--- config.mk ---
export PLATFORM = sky130hd
export DESIGN_NAME = vls_addrgen_top
export DESIGN_NICKNAME = d
export VERILOG_FILES = /design/src/design/vls_pkg.sv /design/src/design/vls_addrgen_top.sv /design/src/design/vls_burst_gen.sv /design/src/design/vls_op_decode.sv /design/src/design/vls_fifo.sv
export SDC_FILE = /design/constraint.sdc
export NUM_CORES = 1
export LEC_CHECK = 0
export BUFFER_PORTS_ARGS = -buffer_cell sky130_fd_sc_hd__buf_2
export CAP_MARGIN = 20
export CORE_MARGIN = 1.5
export CORE_UTILIZATION = 40
export DETAILED_ROUTE_END_ITERATION = 10
export PLACE_DENSITY = 0.61
export SLEW_MARGIN = 20
export SYNTH_ARGS = -nofsm -noshare
export SYNTH_HDL_FRONTEND = slang
export SYNTH_SLANG_ARGS = --single-unit
--- constraint.sdc ---
create_clock -name clk_i -period 21.4 [get_ports clk_i]
set_input_delay 1.07 -clock clk_i [delete_from_list [all_inputs] [get_ports clk_i]]
set_output_delay 1.07 -clock clk_i [all_outputs]
set_load 0.03 [all_outputs]
--- src/design/vls_pkg.sv ---
// Vector load/store address generator
// Shared widths, bus geometry and the structs passed between the blocks
package vls_pkg;

  // Memory and AXI bus geometry
  localparam int unsigned AddrWidth  = 64;
  localparam int unsigned BusBytes   = 8;
  localparam int unsigned BusSizeLog = $clog2(BusBytes);
  localparam int unsigned PageBytes  = 256;
  localparam int unsigned PageOffW   = $clog2(PageBytes);

  // Operation fields and derived counters
  localparam int unsigned VlWidth    = 16;
  localparam int unsigned ImmWidth   = 16;
  localparam int unsigned RemWidth   = VlWidth + 3;
  localparam int unsigned LenBytesW  = PageOffW + 1;

  // Address queue towards the load/store datapath
  localparam int unsigned AddrQDepth = 4;

  typedef logic [AddrWidth-1:0] addr_t;
  typedef logic [RemWidth-1:0]  rem_t;
  typedef logic [LenBytesW-1:0] len_bytes_t;

  // One vector memory operation from the sequencer
  typedef struct packed {
    logic                       is_load;
    logic                       strided;
    addr_t                      rs1;
    logic signed [AddrWidth-1:0] rs2;
    logic signed [ImmWidth-1:0] imm;
    logic [1:0]                 ew;
    logic [VlWidth-1:0]         vl;
  } vls_op_t;

  // Decoded operation, walked by the burst generator
  typedef struct packed {
    addr_t      addr;
    addr_t      stride;
    rem_t       rem_bytes;
    logic [3:0] elem_bytes;
    logic       is_load;
    logic       burst;
  } vls_desc_t;

  // AR/AW request
  typedef struct packed {
    addr_t      addr;
    logic [7:0] len;
    logic [2:0] size;
  } vls_ax_t;

  // Address queue entry, byte exact
  typedef struct packed {
    addr_t      addr;
    len_bytes_t len_bytes;
    logic       is_load;
  } vls_addr_t;

endpackage
--- src/design/vls_addrgen_top.sv ---
// Vector load/store address generator, top level
// Decode stage, burst generator and the address queue for the datapath
module vls_addrgen_top (
  input  logic                clk_i,
  input  logic                rst_ni,
  input  vls_pkg::vls_op_t    op_i,
  input  logic                op_valid_i,
  output logic                op_ready_o,
  output vls_pkg::vls_ax_t    ar_o,
  output logic                ar_valid_o,
  input  logic                ar_ready_i,
  output vls_pkg::vls_ax_t    aw_o,
  output logic                aw_valid_o,
  input  logic                aw_ready_i,
  output vls_pkg::vls_addr_t  addr_o,
  output logic                addr_valid_o,
  input  logic                addr_ready_i,
  output logic                done_o
);

  vls_pkg::vls_desc_t desc;
  logic               desc_valid;
  logic               desc_ready;
  vls_pkg::vls_addr_t q_entry;
  logic               q_push;
  logic               q_full;
  logic               q_empty;

  vls_op_decode i_decode (
    .clk_i        (clk_i),
    .rst_ni       (rst_ni),
    .op_i         (op_i),
    .op_valid_i   (op_valid_i),
    .op_ready_o   (op_ready_o),
    .desc_o       (desc),
    .desc_valid_o (desc_valid),
    .desc_ready_i (desc_ready)
  );

  vls_burst_gen i_burst_gen (
    .clk_i        (clk_i),
    .rst_ni       (rst_ni),
    .desc_i       (desc),
    .desc_valid_i (desc_valid),
    .desc_ready_o (desc_ready),
    .q_full_i     (q_full),
    .ar_o         (ar_o),
    .ar_valid_o   (ar_valid_o),
    .ar_ready_i   (ar_ready_i),
    .aw_o         (aw_o),
    .aw_valid_o   (aw_valid_o),
    .aw_ready_i   (aw_ready_i),
    .q_entry_o    (q_entry),
    .q_push_o     (q_push),
    .done_o       (done_o)
  );

  // Address queue drained by the load/store datapath
  vls_fifo #(
    .dtype (vls_pkg::vls_addr_t),
    .Depth (vls_pkg::AddrQDepth)
  ) i_addr_queue (
    .clk_i   (clk_i),
    .rst_ni  (rst_ni),
    .data_i  (q_entry),
    .push_i  (q_push),
    .full_o  (q_full),
    .data_o  (addr_o),
    .empty_o (q_empty),
    .pop_i   (addr_ready_i && !q_empty)
  );

  assign addr_valid_o = !q_empty;

endmodule

--- src/design/vls_burst_gen.sv ---
// Burst generator for vector memory operations
// Walks one descriptor and issues page-bounded bursts (unit stride) or
// one request per element (strided) on AR or AW, mirrored into the queue
module vls_burst_gen (
  input  logic                clk_i,
  input  logic                rst_ni,
  input  vls_pkg::vls_desc_t  desc_i,
  input  logic                desc_valid_i,
  output logic                desc_ready_o,
  input  logic                q_full_i,
  output vls_pkg::vls_ax_t    ar_o,
  output logic                ar_valid_o,
  input  logic                ar_ready_i,
  output vls_pkg::vls_ax_t    aw_o,
  output logic                aw_valid_o,
  input  logic                aw_ready_i,
  output vls_pkg::vls_addr_t  q_entry_o,
  output logic                q_push_o,
  output logic                done_o
);

  typedef enum logic {
    IDLE,
    GEN
  } state_e;

  typedef logic [vls_pkg::LenBytesW:0] span_t;

  state_e               state_q;
  state_e               state_d;
  vls_pkg::vls_desc_t   cur_q;
  vls_pkg::vls_desc_t   cur_d;
  vls_pkg::len_bytes_t  page_room;
  vls_pkg::len_bytes_t  req_len;
  span_t                span;
  span_t                beats;
  vls_pkg::vls_ax_t     ax_req;
  logic                 ax_valid;
  logic                 ax_ready;
  logic                 fire;
  logic                 last;

  // Bytes left before the next page boundary, 1 to PageBytes
  assign page_room = vls_pkg::PageBytes[vls_pkg::LenBytesW-1:0] -
                     {1'b0, cur_q.addr[vls_pkg::PageOffW-1:0]};

  always_comb begin
    if (!cur_q.burst) begin
      req_len = vls_pkg::len_bytes_t'(cur_q.elem_bytes);
    end else if (cur_q.rem_bytes < vls_pkg::rem_t'(page_room)) begin
      req_len = vls_pkg::len_bytes_t'(cur_q.rem_bytes);
    end else begin
      req_len = page_room;
    end
  end

  // Beats covered once the unaligned head is included
  assign span  = span_t'(req_len) + span_t'(cur_q.addr[vls_pkg::BusSizeLog-1:0]) +
                 span_t'(vls_pkg::BusBytes - 1);
  assign beats = span >> vls_pkg::BusSizeLog;

  assign ax_req.addr = cur_q.addr & ~vls_pkg::addr_t'(vls_pkg::BusBytes - 1);
  assign ax_req.len  = 8'(beats - 1'b1);
  assign ax_req.size = vls_pkg::BusSizeLog[2:0];

  assign ar_o = ax_req;
  assign aw_o = ax_req;

  // No request while the queue has no room for its entry
  assign ax_valid   = (state_q == GEN) && !q_full_i;
  assign ar_valid_o = ax_valid && cur_q.is_load;
  assign aw_valid_o = ax_valid && !cur_q.is_load;
  assign ax_ready   = cur_q.is_load ? ar_ready_i : aw_ready_i;
  assign fire       = ax_valid && ax_ready;
  assign last       = fire && (cur_q.rem_bytes == vls_pkg::rem_t'(req_len));

  assign q_entry_o.addr      = cur_q.addr;
  assign q_entry_o.len_bytes = req_len;
  assign q_entry_o.is_load   = cur_q.is_load;
  assign q_push_o            = fire;
  assign done_o              = last;

  // Next descriptor may load on the cycle the last request goes out
  assign desc_ready_o = (state_q == IDLE) || last;

  always_comb begin
    state_d = state_q;
    cur_d   = cur_q;
    if (fire) begin
      cur_d.rem_bytes = cur_q.rem_bytes - vls_pkg::rem_t'(req_len);
      if (cur_q.burst) begin
        cur_d.addr = cur_q.addr + vls_pkg::addr_t'(req_len);
      end else begin
        cur_d.addr = cur_q.addr + cur_q.stride;
      end
    end
    if (desc_ready_o && desc_valid_i) begin
      cur_d   = desc_i;
      state_d = GEN;
    end else if (last) begin
      state_d = IDLE;
    end
  end

  always_ff @(posedge clk_i) begin
    cur_q <= cur_d;
  end

  always_ff @(posedge clk_i or negedge rst_ni) begin
    if (!rst_ni) begin
      state_q <= IDLE;
    end else begin
      state_q <= state_d;
    end
  end

  // A raised request holds until it is taken
  a_ax_stable: assert property (@(posedge clk_i) disable iff (!rst_ni)
    ax_valid && !ax_ready |=> ax_valid && $stable(ax_req) && $stable(cur_q.is_load));

endmodule

--- src/design/vls_op_decode.sv ---
// Operation decode for the address generator
// Computes start address, stride and byte count of one vector memory
// operation and holds it in a single descriptor register
module vls_op_decode (
  input  logic                clk_i,
  input  logic                rst_ni,
  input  vls_pkg::vls_op_t    op_i,
  input  logic                op_valid_i,
  output logic                op_ready_o,
  output vls_pkg::vls_desc_t  desc_o,
  output logic                desc_valid_o,
  input  logic                desc_ready_i
);

  vls_pkg::vls_desc_t desc_d;
  vls_pkg::vls_desc_t desc_q;
  logic               desc_valid_q;
  logic               accept;
  vls_pkg::addr_t     imm_ext;
  vls_pkg::addr_t     imm_scaled;
  logic [3:0]         elem_bytes;

  // Free when empty or draining this cycle
  assign op_ready_o = !desc_valid_q || desc_ready_i;
  assign accept     = op_valid_i && op_ready_o;

  // Immediate counts elements, sign extend then scale
  assign imm_ext = {{(vls_pkg::AddrWidth - vls_pkg::ImmWidth){op_i.imm[vls_pkg::ImmWidth-1]}},
                    op_i.imm};
  assign imm_scaled = imm_ext << op_i.ew;
  assign elem_bytes = 4'b0001 << op_i.ew;

  always_comb begin
    desc_d.addr       = op_i.rs1 + imm_scaled;
    desc_d.elem_bytes = elem_bytes;
    desc_d.rem_bytes  = vls_pkg::rem_t'(op_i.vl) << op_i.ew;
    desc_d.is_load    = op_i.is_load;
    desc_d.burst      = !op_i.strided;
    if (op_i.strided) begin
      desc_d.stride = op_i.rs2;
    end else begin
      desc_d.stride = vls_pkg::addr_t'(elem_bytes);
    end
  end

  // Descriptor payload
  always_ff @(posedge clk_i) begin
    if (accept) begin
      desc_q <= desc_d;
    end
  end

  always_ff @(posedge clk_i or negedge rst_ni) begin
    if (!rst_ni) begin
      desc_valid_q <= 1'b0;
    end else if (accept) begin
      desc_valid_q <= 1'b1;
    end else if (desc_ready_i) begin
      desc_valid_q <= 1'b0;
    end
  end

  assign desc_o       = desc_q;
  assign desc_valid_o = desc_valid_q;

  a_vl_nonzero: assert property (@(posedge clk_i) disable iff (!rst_ni)
    accept |-> (op_i.vl != '0));

endmodule

--- src/design/vls_fifo.sv ---
// Synchronous FIFO with a typed payload
// Circular buffer with read/write pointers and an occupancy count
module vls_fifo #(
  parameter type         dtype = logic,
  parameter int unsigned Depth = 4
) (
  input  logic clk_i,
  input  logic rst_ni,
  input  dtype data_i,
  input  logic push_i,
  output logic full_o,
  output dtype data_o,
  output logic empty_o,
  input  logic pop_i
);

  localparam int unsigned PtrW = (Depth > 1) ? $clog2(Depth) : 1;
  localparam int unsigned CntW = $clog2(Depth + 1);

  typedef logic [PtrW-1:0] ptr_t;
  typedef logic [CntW-1:0] cnt_t;

  dtype mem_q [Depth];
  ptr_t wr_ptr_q;
  ptr_t rd_ptr_q;
  cnt_t cnt_q;
  logic do_push;
  logic do_pop;

  assign full_o  = (cnt_q == cnt_t'(Depth));
  assign empty_o = (cnt_q == '0);
  assign data_o  = mem_q[rd_ptr_q];

  assign do_push = push_i && !full_o;
  assign do_pop  = pop_i && !empty_o;

  // Storage, written only on a push
  always_ff @(posedge clk_i) begin
    if (do_push) begin
      mem_q[wr_ptr_q] <= data_i;
    end
  end

  always_ff @(posedge clk_i or negedge rst_ni) begin
    if (!rst_ni) begin
      wr_ptr_q <= '0;
      rd_ptr_q <= '0;
      cnt_q    <= '0;
    end else begin
      if (do_push) begin
        wr_ptr_q <= (wr_ptr_q == ptr_t'(Depth - 1)) ? '0 : wr_ptr_q + 1'b1;
      end
      if (do_pop) begin
        rd_ptr_q <= (rd_ptr_q == ptr_t'(Depth - 1)) ? '0 : rd_ptr_q + 1'b1;
      end
      // Simultaneous push and pop leave the count unchanged
      cnt_q <= cnt_q + cnt_t'(do_push) - cnt_t'(do_pop);
    end
  end

  a_no_overflow: assert property (@(posedge clk_i) disable iff (!rst_ni)
    full_o |-> !push_i);

  a_no_underflow: assert property (@(posedge clk_i) disable iff (!rst_ni)
    empty_o |-> !pop_i);

endmodule

; Word level (Yosys, flattened, before mapping)
; Memories as Yosys holds them, arrays and structs flattened.
; Index checks and enable logic that the tools add are counted.
[word_totals]
ff_bits = 315
latchBits = 0
ramBits = 296
mem_bits_ro = 0
inputBits = 170
out_inout_bits = 229
word_cells = 77
memories = 1
[classes]
addsub = 12
n_mul = 0
n_div = 0
n_lt_le_gt_ge = 1
eq_ne = 4
shifts = 3
n_mux = 16
bitwise = 1
reduce_logical = 21
[mem_list]
columns = name, depth, word_bits, read_ports, rd_clocked_by_memory_dff, wr, line
row1 = i_addr_queue.mem_q, 4, 74, 1, 0, 1, vls_fifo.sv:23  ; dtype mem_q [Depth];
[ops]
columns = op, count
row1 = 153-bit two-way mux, 1
row2 = 64-bit adder, 2
row3 = 64-bit two-way mux, 2
row4 = 64-bit by 9-bit adder with 64-bit output, 1
row5 = 64-bit by 2-bit << shifter with 64-bit output, 1
row6 = 19-bit by 9-bit equality test with 1-bit output, 1
row7 = 19-bit by 9-bit < comparator with 1-bit output, 1
row8 = 19-bit two-way mux, 1
row9 = 16-bit by 2-bit << shifter with 19-bit output, 1
row10 = 19-bit by 9-bit subtractor with 19-bit output, 1
row11 = 9-bit two-way mux, 2
row12 = "10-bit by 3-bit adder with 10-bit output, second input constant", 1
row13 = 9-bit by 3-bit adder with 10-bit output, 1
row14 = 1-bit logical AND, 10
row15 = "9-bit by 8-bit subtractor with 9-bit output, first input constant", 1
row16 = "7-bit by 1-bit subtractor with 8-bit output, second input constant", 1
row17 = 1-bit two-way mux, 7
row18 = 2-bit nonzero test, 3
row19 = 1-bit logical NOT, 5
row20 = "2-bit by 1-bit adder with 2-bit output, second input constant", 2
row21 = "2-bit equality test, second input constant", 2
row22 = 2-bit two-way mux, 2
row23 = 4-bit two-way mux, 1
row24 = "1-bit by 2-bit << shifter with 4-bit output, first input constant", 1
row25 = 6 further kinds, 7

; Depth between registers and ports, before layout
; Gate-level depths: netlist of run 1.
[logic_depth]
depth_word = 10
depth_mapped = 31
ltp_nobuf = 28

; Cells and area by module
; A second synthesis of run 1 with hierarchy kept.
[hier_totals]
cells_unflattened = 2687
hier_area_um2 = 33508.4
[by_module_without_submodules]
columns = module, n_inst, cells_per_inst, area_per_inst_um2, seq_area_each_um2
row1 = vls_burst_gen, 1, 1389, 12700.9, 4619.4
row2 = vls_fifo, 1, 426, 11154.4, 9063.7
row3 = vls_op_decode, 1, 870, 9643.0, 4619.4
row4 = vls_addrgen_top, 1, 2, 10.0, 0.0

; Worst setup path after synthesis of run 1
; OpenSTA, ideal clock, no wires.
[synth_path]
path_type = flip-flop to flip-flop
from = reg i_burst_gen.cur_q, in the netlist i_burst_gen.q_entry_o[12]
to = reg i_decode.desc_q, in the netlist i_decode.desc_o[0], enable pin
setup_time_ns = 0.530
arrival_ns = 7.974
required_ns = 20.870
path_slack_ns = 12.896
stages_incl_launch_ff = 20
n_path_buf = 2
period_less_slack_ns = 8.504
path_cell_list = edfxtp_1 or4_1 or4_1 ha_1 and3_1 a221oi_1 o211a_1 buf_6 clkbuf_1 nand2_1 o211ai_1 o21a_1 inv_1 ha_1 nand4_1 nor4_1 nand3_1 and2_1 nand2_1 and2_1
[synth_lines]
columns = item, line
row1 = start: declaration, vls_burst_gen.sv:31  ; vls_pkg::vls_desc_t cur_q;
row2 = start signal: assignment, vls_burst_gen.sv:106  ; cur_q <= cur_d;
row3 = end signal: assignment, vls_op_decode.sv:49  ; desc_q <= desc_d;
row4 = end: declaration, vls_op_decode.sv:16  ; vls_pkg::vls_desc_t desc_q;

==> results.sh, run 1 <==
export IMPL_setup_ws_ps=13310
export IMPL_synthToLayoutAreaGrowth_pct=12.1
export IMPL_crit_fanout=19
export IMPL_core_um2=80800
export IMPL_portBuffers=386
export IMPL_ys_types=84
export IMPL_fin_nets=3149
export IMPL_cts_resized=0
export IMPL_whs_ps=314
export IMPL_dp_hpwl_mm=64.7
export IMPL_setup_viol=0
export IMPL_io_pin_count=399
export IMPL_start_util_pct=40.6
export IMPL_vdd_ir_drop_max_mv=0.0819
export IMPL_clk_path_buf_depth=3
export IMPL_die_area_um2=83700
export IMPL_path_clk_slew_ps=70
export IMPL_wirelength_mm=87.7
export IMPL_status="finished clean"
export IMPL_synth_seq_cells=611
export IMPL_drtPass1Iterations=6
export IMPL_drtAntennaViolNets=0
export IMPL_slew_violations=0
export IMPL_p_leak_nw=13.9
export IMPL_cp_end_kind="output pin"
export IMPL_cp_start_kind="register"
export IMPL_ys_dominant_reg_cell="edfxtp_1"
export IMPL_synthTopCellsByArea="edfxtp_1 (55%), mux4_2 (6.6%), ha_1 (6.0%), buf_4 (3.3%), a21oi_1 (2.8%)"
export IMPL_ys_seq_area_share_pct=55.8
export IMPL_clock_sinks=611
export IMPL_pre_cts_ws_ps=13860
export IMPL_ys_async_sr_fraction_pct=1.47
export IMPL_synth_cells=2590
export IMPL_reg2regPathDepth=21
export IMPL_global_route_overflow_total=0
export IMPL_yosysMostFrequentCell="edfxtp_1"
export IMPL_synth_common_cells="edfxtp_1 (602), a21oi_1 (185), nand2_1 (160)"
export IMPL_timing_final_crit_share_pct=37.8
export IMPL_drtIter0Drc=1608
export IMPL_r2r_end="i_burst_gen.ar_o[72]"
export IMPL_wire_per_inst_um=22.3
export IMPL_rsz0062_at_grt="no"
export IMPL_cap_violations=0
export IMPL_crit_start="i_burst_gen.q_entry_o[12]"
export IMPL_setup_tns_ps=0
export IMPL_rows=104
export IMPL_synth_area_per_cell_um2=12.7
export IMPL_antenna_found_initial=13
export IMPL_fin_crit_ps=8090
export IMPL_powerDensity_nw_per_um2=140
export IMPL_multi_input_area_um2=12800
export IMPL_cts_hold_buf=0
export IMPL_reg2reg_slack_ps=13970
export IMPL_hp_class="input port to asynchronous set/reset pin"
export IMPL_clock_latency_ps=630
export IMPL_seq_area_um2=18300
export IMPL_critPathRequiredTime_ps=20330
export IMPL_track_usage_pct=20.4
export IMPL_gp_congestion=0.912
export IMPL_postCtsSetupBuffers=0
export IMPL_drive_gt1_share_pct=22.3
export IMPL_arrival_ps=7020
export IMPL_cts_tree="yes"
export IMPL_htreeDepth=2
export IMPL_synth_area_leader_cell="edfxtp_1"
export IMPL_hold_viol=0
export IMPL_max_slew_worst_pin_slew_ps=949
export IMPL_fp_dieW_um=289
export IMPL_crit_path_end="ar_o[7]"
export IMPL_critPathKind="register to output pin"
export IMPL_fillers=7257
export IMPL_synthesis_area_um2=32800
export IMPL_synth_edff_count=602
export IMPL_skew_ps=26.5
export IMPL_relSlewSlack_pct=36.7
export IMPL_yosys_area_top_type_share_pct=55.1
export IMPL_die_h_um=289
export IMPL_vias=21489
export IMPL_ys_warn_count=0
export IMPL_grt_max_degree=78
export IMPL_drc=0
export IMPL_numCtsBuffers=58
export IMPL_r2r_start="i_burst_gen.q_entry_o[12]"
export IMPL_viasPerCell=5.46
export IMPL_max_freq_mhz=124
export IMPL_cts_root_buffer="clkbuf_16"
export IMPL_grt_pass1_vias=20977
export IMPL_grt_pass1_wl_mm=129
[critical path, stage by stage, from the launching register on]
cell	delay (ps)
edfxtp_1	540
or4_1	620
nor4_1	270
xor2_1	260
ha_1	280
and3_1	180
a221oi_1	390
o211a_1	600
nand2_1	100
o211ai_1	130
o21a_1	230
inv_1	100
ha_1	280
inv_1	40
ha_1	270
inv_1	50
a211o_1	90
a31oi_1	70
or2_2	390
a31oi_1	370
nand2_1	100
ha_1	260
nand2b_1	170
mux2i_1	180
xnor2_1	170
buf_2	240
[state kept, by name, indices dropped and copies added, names as in the netlist]
register	flops
i_burst_gen.state_q	1
i_addr_queue.rd_ptr_q	2
i_addr_queue.mem_q	296
i_addr_queue.wr_ptr_q	2
i_decode.desc_o	153
i_burst_gen.ar_o	61
i_decode.desc_valid_o	1
i_addr_queue.cnt_q	3
i_burst_gen.cur_q	88
i_burst_gen.q_entry_o	4
[cells in the final DEF (no fill, tap or decap), types with 27 or more instances in the layout]
master / n
mux4_2: 96
ha_1: 156
nor2b_1: 74
xor2_1: 44
a21oi_1: 185
xnor2_1: 82
a21o_1: 86
nor3_1: 30
nand2_1: 160
o21bai_1: 29
inv_1: 88
o21ai_0: 112
buf_2: 386
clkbuf_16: 61
and2_1: 69
nand4_1: 27
nor2_1: 144
nand3_1: 30
edfxtp_1: 602
[logic make-up after synthesis]
kind of cell,synth area share [%]
AND/OR/NAND/NOR,10.0
flip-flops,55.8
AO/OA/AOI/OAI,11.8
XOR/XNOR,3.37
multiplexers,7.34
adder cells (fa/ha/maj),6.20
other,0.0229
buffers and inverters,5.47
[per-layer routing]
metal	routed length [um]	GRT usage (%)	part of all wire (%)	vias to the layer above
met2	40600	32.6	46	689
li1	-	-	-	10096
met5	26	0	0.030	-
met4	1810	4.90	2.1	4
met1	40500	29.7	46	10593
met3	4660	2.47	5.3	107
[cell type report]
type | instances | share of cell area [%]
multi-input cells | 1656 | 34.7
clock buffers | 72 | 4.26
flip-flops and latches | 611 | 49.8
diodes | 9 | 0.0613
clock inverters | 37 | 1.02
repair buffers | 403 | 5.61
well taps | 1060 | 3.61
inverters | 89 | 0.915
[power breakdown]
| part | internal, mW | total, mW | switching [mW] | leakage [nW] |
|---|---|---|---|---|
| clock | 0.605 | 1.05 | 0.446 | 0.961 |
| sequential | 1.68 | 1.93 | 0.252 | 5.63 |
| combinational | 0.755 | 2.16 | 1.40 | 7.32 |
| total | 3.04 | 5.14 | 2.10 | 13.9 |
[worst min path at each step]
stage / startpoint / endpoint / slack [ps]
final: rst_ni / i_decode.desc_valid_o / 310
after CTS: rst_ni / i_decode.desc_valid_o / 280
after detailed placement: i_decode.desc_o[33] / i_burst_gen.cur_q[33] / 400
after global routing: rst_ni / i_burst_gen.state_q / 300
after global placement: i_decode.desc_o[1] / i_burst_gen.q_entry_o[0] / 400
after floorplan: i_decode.desc_o[0] / i_burst_gen.cur_q[0] / 400
[per-stage QoR]
step	area, um2	cells	utilization [%]	total power [mW]
global route	36800	3934	45.5	5.43
global placement	34800	3819	43.1	4.09
CTS	36700	3928	45.5	5.18
finish	36800	3937	45.5	5.14
detailed placement	34800	3819	43.1	4.13
floorplan	32800	2600	-	3.61
Power figures use the tool's default switching activity.
==> inputs of run 2 (changes only) <==
Settings changed: PLACE_DENSITY 0.61 to 0.64.
Clock period 21.4 ns to 7.2 ns, I/O delays scaled along.
==> results.sh, run 2 (synthesis gave the netlist of run 1 again) <==
export IMPL_max_slew_worst_pin_slew_ps=979
export IMPL_crit_fanout=13
export IMPL_regMostFlops="i_addr_queue.mem_q"
export IMPL_skew_ps=32.5
export IMPL_portBuffers=386
export IMPL_most_common_layout_cells="edfxtp_1 (602), buf_2 (386), a21oi_1 (185)"
export IMPL_track_usage_pct=20.4
export IMPL_vias=21858
export IMPL_setup_viol=0
export IMPL_utilization_pct=46.1
export IMPL_crit_start="i_burst_gen.q_entry_o[12]"
export IMPL_critPathRequiredTime_ps=6840
export IMPL_slowest_stage="or4_1"
export IMPL_cp_common_cell="ha_1"
export IMPL_r2r_end="i_burst_gen.ar_o[73]"
export IMPL_slew_violations=0
export IMPL_slowest_delay_ps=600
export IMPL_global_route_overflow_total=0
export IMPL_arrival_ps=6480
export IMPL_io_pin_count=399
export IMPL_cap_violations=0
export IMPL_reg2regPathDepth=21
export IMPL_antenna_found_initial=22
export IMPL_viasPerCell=5.49
export IMPL_path_clk_slew_ps=60
export IMPL_start_util_pct=40.6
export IMPL_relSlewSlack_pct=34.7
export IMPL_wirelength_mm=88.0
export IMPL_numCtsBuffers=59
export IMPL_grt_pass1_wl_mm=130
export IMPL_vdd_ir_drop_max_mv=0.302
export IMPL_fin_nets=3191
export IMPL_fin_crit_ps=6840
export IMPL_cp_end_kind="output pin"
export IMPL_rows=104
export IMPL_total_power_mw=15.4
export IMPL_crit_path_end="ar_o[7]"
export IMPL_reg2reg_slack_ps=680
export IMPL_hp_class="input port to register"
export IMPL_timing_final_crit_share_pct=95.0
export IMPL_cp_cell_sequence="or4_1 > or4_1 > ha_1 > and3_1 > a221oi_2 > o211a_4 > nand2_1 > o211ai_1 > o21a_1 > inv_1 > ha_1 > inv_1 > ha_1 > inv_1 > a211o_1 > a31oi_1 > or2_2 > a31oi_2 > nand2_1 > ha_1 > nand2b_1 > mux2i_1 > xnor2_1 > buf_2"
export IMPL_largest_register_ffs=296
export IMPL_critPathKind="register to output pin"
export IMPL_drtIter0Drc=1910
export IMPL_grt_pass1_vias=21211
export IMPL_gp_congestion=0.933
export IMPL_cp_start_kind="register"
export IMPL_clock_sinks=611
export IMPL_clk_path_buf_depth=3
export IMPL_drtAntennaViolNets=0
export IMPL_grt_max_degree=75
export IMPL_setup_ws_ps=359
export IMPL_drc=0
export IMPL_die_h_um=289
export IMPL_pre_cts_ws_ps=280
export IMPL_mostFrequentLayoutCell="edfxtp_1"
export IMPL_core_um2=80800
export IMPL_drive_gt1_share_pct=22.7
export IMPL_cts_tree="yes"
export IMPL_drtPass1Iterations=5
export IMPL_dp_hpwl_mm=66.3
export IMPL_status="finished clean"
export IMPL_max_freq_mhz=146
export IMPL_p_leak_nw=14.1
export IMPL_whs_ps=35.6
export IMPL_clock_latency_ps=630
export IMPL_wire_per_inst_um=22.1
export IMPL_die_area_um2=83700
export IMPL_synthToLayoutAreaGrowth_pct=13.5
export IMPL_cts_root_buffer="clkbuf_16"
export IMPL_htreeDepth=2
export IMPL_r2r_start="i_burst_gen.q_entry_o[12]"
export IMPL_powerDensity_nw_per_um2=413
export IMPL_hold_viol=0
export IMPL_rsz0062_at_grt="no"
export IMPL_fp_dieW_um=289
export IMPL_setup_tns_ps=0
-- run 2: worst min path at each step --
stage / startpoint / endpoint / slack, ps / depth (start not counted)
6_report: op_i[40] / i_decode.desc_o[31] / 40 / 2
5_1_grt: op_i[34] / i_decode.desc_o[25] / 10 / 2
4_1_cts: op_i[65] / i_decode.desc_o[56] / 0.4 / 2
3_5_place_dp: rst_ni / i_addr_queue.wr_ptr_q[0] / 240 / 1
3_3_place_gp: rst_ni / i_addr_queue.cnt_q[0] / 230 / 1
2_1_floorplan: rst_ni / i_addr_queue.cnt_q[0] / 60 / 0
-- run 2: report_power, final --
group / total (mW) / leakage, nW / internal [mW] / switching [mW]
clock: 3.10 / 0.929 / 1.78 / 1.32
sequential: 5.70 / 5.63 / 4.99 / 0.710
combinational: 6.56 / 7.54 / 2.31 / 4.25
total: 15.4 / 14.1 / 9.08 / 6.28
-- run 2: final cells by class --
class / count / area (um2)
diodes: 13 / 32.5
clock buffers: 75 / 1560
clock inverters: 33 / 358
fillers: 7241 / 43600
inverters: 89 / 337
multi-input cells: 1656 / 12800
flip-flops and latches: 611 / 18300
well taps: 1060 / 1330
repair buffers: 444 / 2520
-- run 2: through the flow --
stage	instance area (um2)	std cells
6_report	37200	3981
5_1_grt	37200	3979
4_1_cts	37100	3957
3_5_place_dp	35000	3834
3_3_place_gp	35000	3834
2_1_floorplan	32800	2600
-- run 2: layer usage --
layer  part of all wire (%)  track usage, %  vias to the layer above
li1                       -               -                    10216
met1                     45            29.2                    10804
met5                  0.090               0                        -
met4                    2.5            5.78                       14
met2                     46            32.5                      702
met3                    5.9            2.93                      122
-- run 2: what timing repair did --
item | CTS | global route
hold buffers | 15 | 0
setup endpoints to repair | 6 | 7
endpoints found under the hold margin | 23 | 0
buffers inserted | 0 | 11
resized for setup | 3 | 2
-- run 2: worst max-delay path, delay by kind of cell, from the launching register on --
family	cells	cell delay (ps)
multiplexers	1	220
buffers and inverters	4	440
AND/OR/NAND/NOR	7	1970
XOR/XNOR	1	200
AO/OA/AOI/OAI	7	1420
adder cells (fa/ha/maj)	4	1150
flip-flops	1	430
==> inputs of run 3 (changes only) <==
Settings changed: PLACE_DENSITY 0.64 to 0.68.
==> results.sh, run 3 (synthesis gave the netlist of run 1 again) <==
export IMPL_global_route_overflow_total=0
export IMPL_fin_nets=3199
export IMPL_drtAntennaViolNets=0
export IMPL_drc=0
export IMPL_hp_class="input port to register"
export IMPL_max_slew_worst_pin_slew_ps=976
export IMPL_numCtsBuffers=59
export IMPL_skew_ps=20.9
export IMPL_cp_start_kind="register"
export IMPL_largest_register_ffs=296
export IMPL_critPathKind="register to output pin"
export IMPL_drive_gt1_share_pct=22.7
export IMPL_antenna_found_initial=35
export IMPL_hold_viol=0
export IMPL_start_util_pct=40.6
export IMPL_gp_congestion=0.907
export IMPL_fp_dieW_um=289
export IMPL_fin_crit_ps=6770
export IMPL_io_pin_count=399
export IMPL_setup_viol=0
export IMPL_grt_max_degree=123
export IMPL_most_common_layout_cells="edfxtp_1 (602), buf_2 (386), a21oi_1 (185)"
export IMPL_grt_pass1_vias=20516
export IMPL_critPathRequiredTime_ps=6840
export IMPL_clk_path_buf_depth=3
export IMPL_status="finished clean"
export IMPL_path_clk_slew_ps=70
export IMPL_slowest_stage="edfxtp_1"
export IMPL_cap_violations=0
export IMPL_powerDensity_nw_per_um2=411
export IMPL_dp_hpwl_mm=62.4
export IMPL_drtIter0Drc=1641
export IMPL_slew_violations=0
export IMPL_vdd_ir_drop_max_mv=0.363
export IMPL_rows=104
export IMPL_die_h_um=289
export IMPL_utilization_pct=46.2
export IMPL_relSlewSlack_pct=35.0
export IMPL_cp_end_kind="output pin"
export IMPL_wirelength_mm=84.4
export IMPL_htreeDepth=2
export IMPL_total_power_mw=15.4
export IMPL_portBuffers=386
export IMPL_cts_root_buffer="clkbuf_16"
export IMPL_slowest_delay_ps=530
export IMPL_clock_sinks=611
export IMPL_critPathBufInv=6
export IMPL_max_freq_mhz=148
export IMPL_cts_tree="yes"
export IMPL_rsz0062_at_grt="no"
export IMPL_mostFrequentLayoutCell="edfxtp_1"
export IMPL_arrival_ps=6410
export IMPL_core_um2=80800
export IMPL_setup_tns_ps=0
export IMPL_timing_final_crit_share_pct=94.1
export IMPL_path_delay_family="compound AO/OA/AOI/OAI gates"
export IMPL_p_leak_nw=14.2
export IMPL_die_area_um2=83700
export IMPL_wire_per_inst_um=21.1
export IMPL_synthToLayoutAreaGrowth_pct=13.9
export IMPL_track_usage_pct=19.6
export IMPL_grt_pass1_wl_mm=124
export IMPL_regMostFlops="i_addr_queue.mem_q"
export IMPL_drtPass1Iterations=6
export IMPL_viasPerCell=5.40
export IMPL_crit_fanout=10
export IMPL_vias=21568
export IMPL_clock_latency_ps=630
run 3: cell types whose count changed in the layout (fill, tap and decap cells not counted), sizes merged, moves of 5 or more:
cell,delta
inv,+6
dlygate4sd3,+14
diode,+7
buf,-6
clkbuf,-5
run 3: cell type report:
type	instances	area, um2
diodes	20	50.0
clock buffers	70	1530
clock inverters	39	448
fillers	7279	43400
inverters	89	337
multi-input cells	1656	12800
flip-flops and latches	611	18300
well taps	1060	1330
repair buffers	452	2570
run 3: metal layers:
metal  routed length, um  global-route usage (%)  vias to the layer above  part of all wire (%)
li1                    -                       -                    10216                     -
met1               38200                    27.7                    10561                    45
met2               39400                    31.3                      622                    47
met3                5190                    3.56                      129                   6.1
met4                1490                    4.35                       40                   1.8
met5                 214                       0                        -                  0.25
run 3: worst paths after layout:
| check | startpoint | end | slack [ps] | cells past startpoint |
|---|---|---|---|---|
| worst max-delay path | i_burst_gen.q_entry_o[11] | aw_o[7] | 430 | 26 |
| worst min-delay path | op_i[91] | i_decode.desc_o[82] | 20 | 2 |
| worst max register to register | i_burst_gen.q_entry_o[11] | i_burst_gen.ar_o[70] | 750 | 23 |
| worst min register to register | i_decode.desc_o[77] | i_burst_gen.cur_q[77] | 410 | 0 |
| max in group asynchronous | rst_ni | i_addr_queue.rd_ptr_q[1] | 6880 | 2 |
| min in group asynchronous | rst_ni | i_addr_queue.wr_ptr_q[1] | 120 | 2 |
run 3: report_power, final:
| group | switching (mW) | internal [mW] |
|---|---|---|
| Combinational | 4.14 | 2.29 |
| Sequential | 0.782 | 4.99 |
| Clock | 1.35 | 1.82 |
run 3: stage by stage:
stage / setup WS [ps] / hold WS, ps / std cells / area [um2]
6_report: 426 / 24.7 / 3997 / 37400
3_5_place_dp: 580 / 224 / 3832 / 35000
2_1_floorplan: 11.9 / 64.4 / 2600 / 32800
4_1_cts: 75.0 / 0.840 / 3970 / 37200
5_1_grt: 41.3 / 11.5 / 3987 / 37300
3_3_place_gp: 604 / 224 / 3832 / 35000
run 3: timing repair:
item                                   CTS  global route
setup buffers                            0             7
gates resized for setup                  1             4
hold buffers                            29             0
endpoints found under the hold margin   37             0
pin swaps                                0             0
setup endpoints to repair                2            11
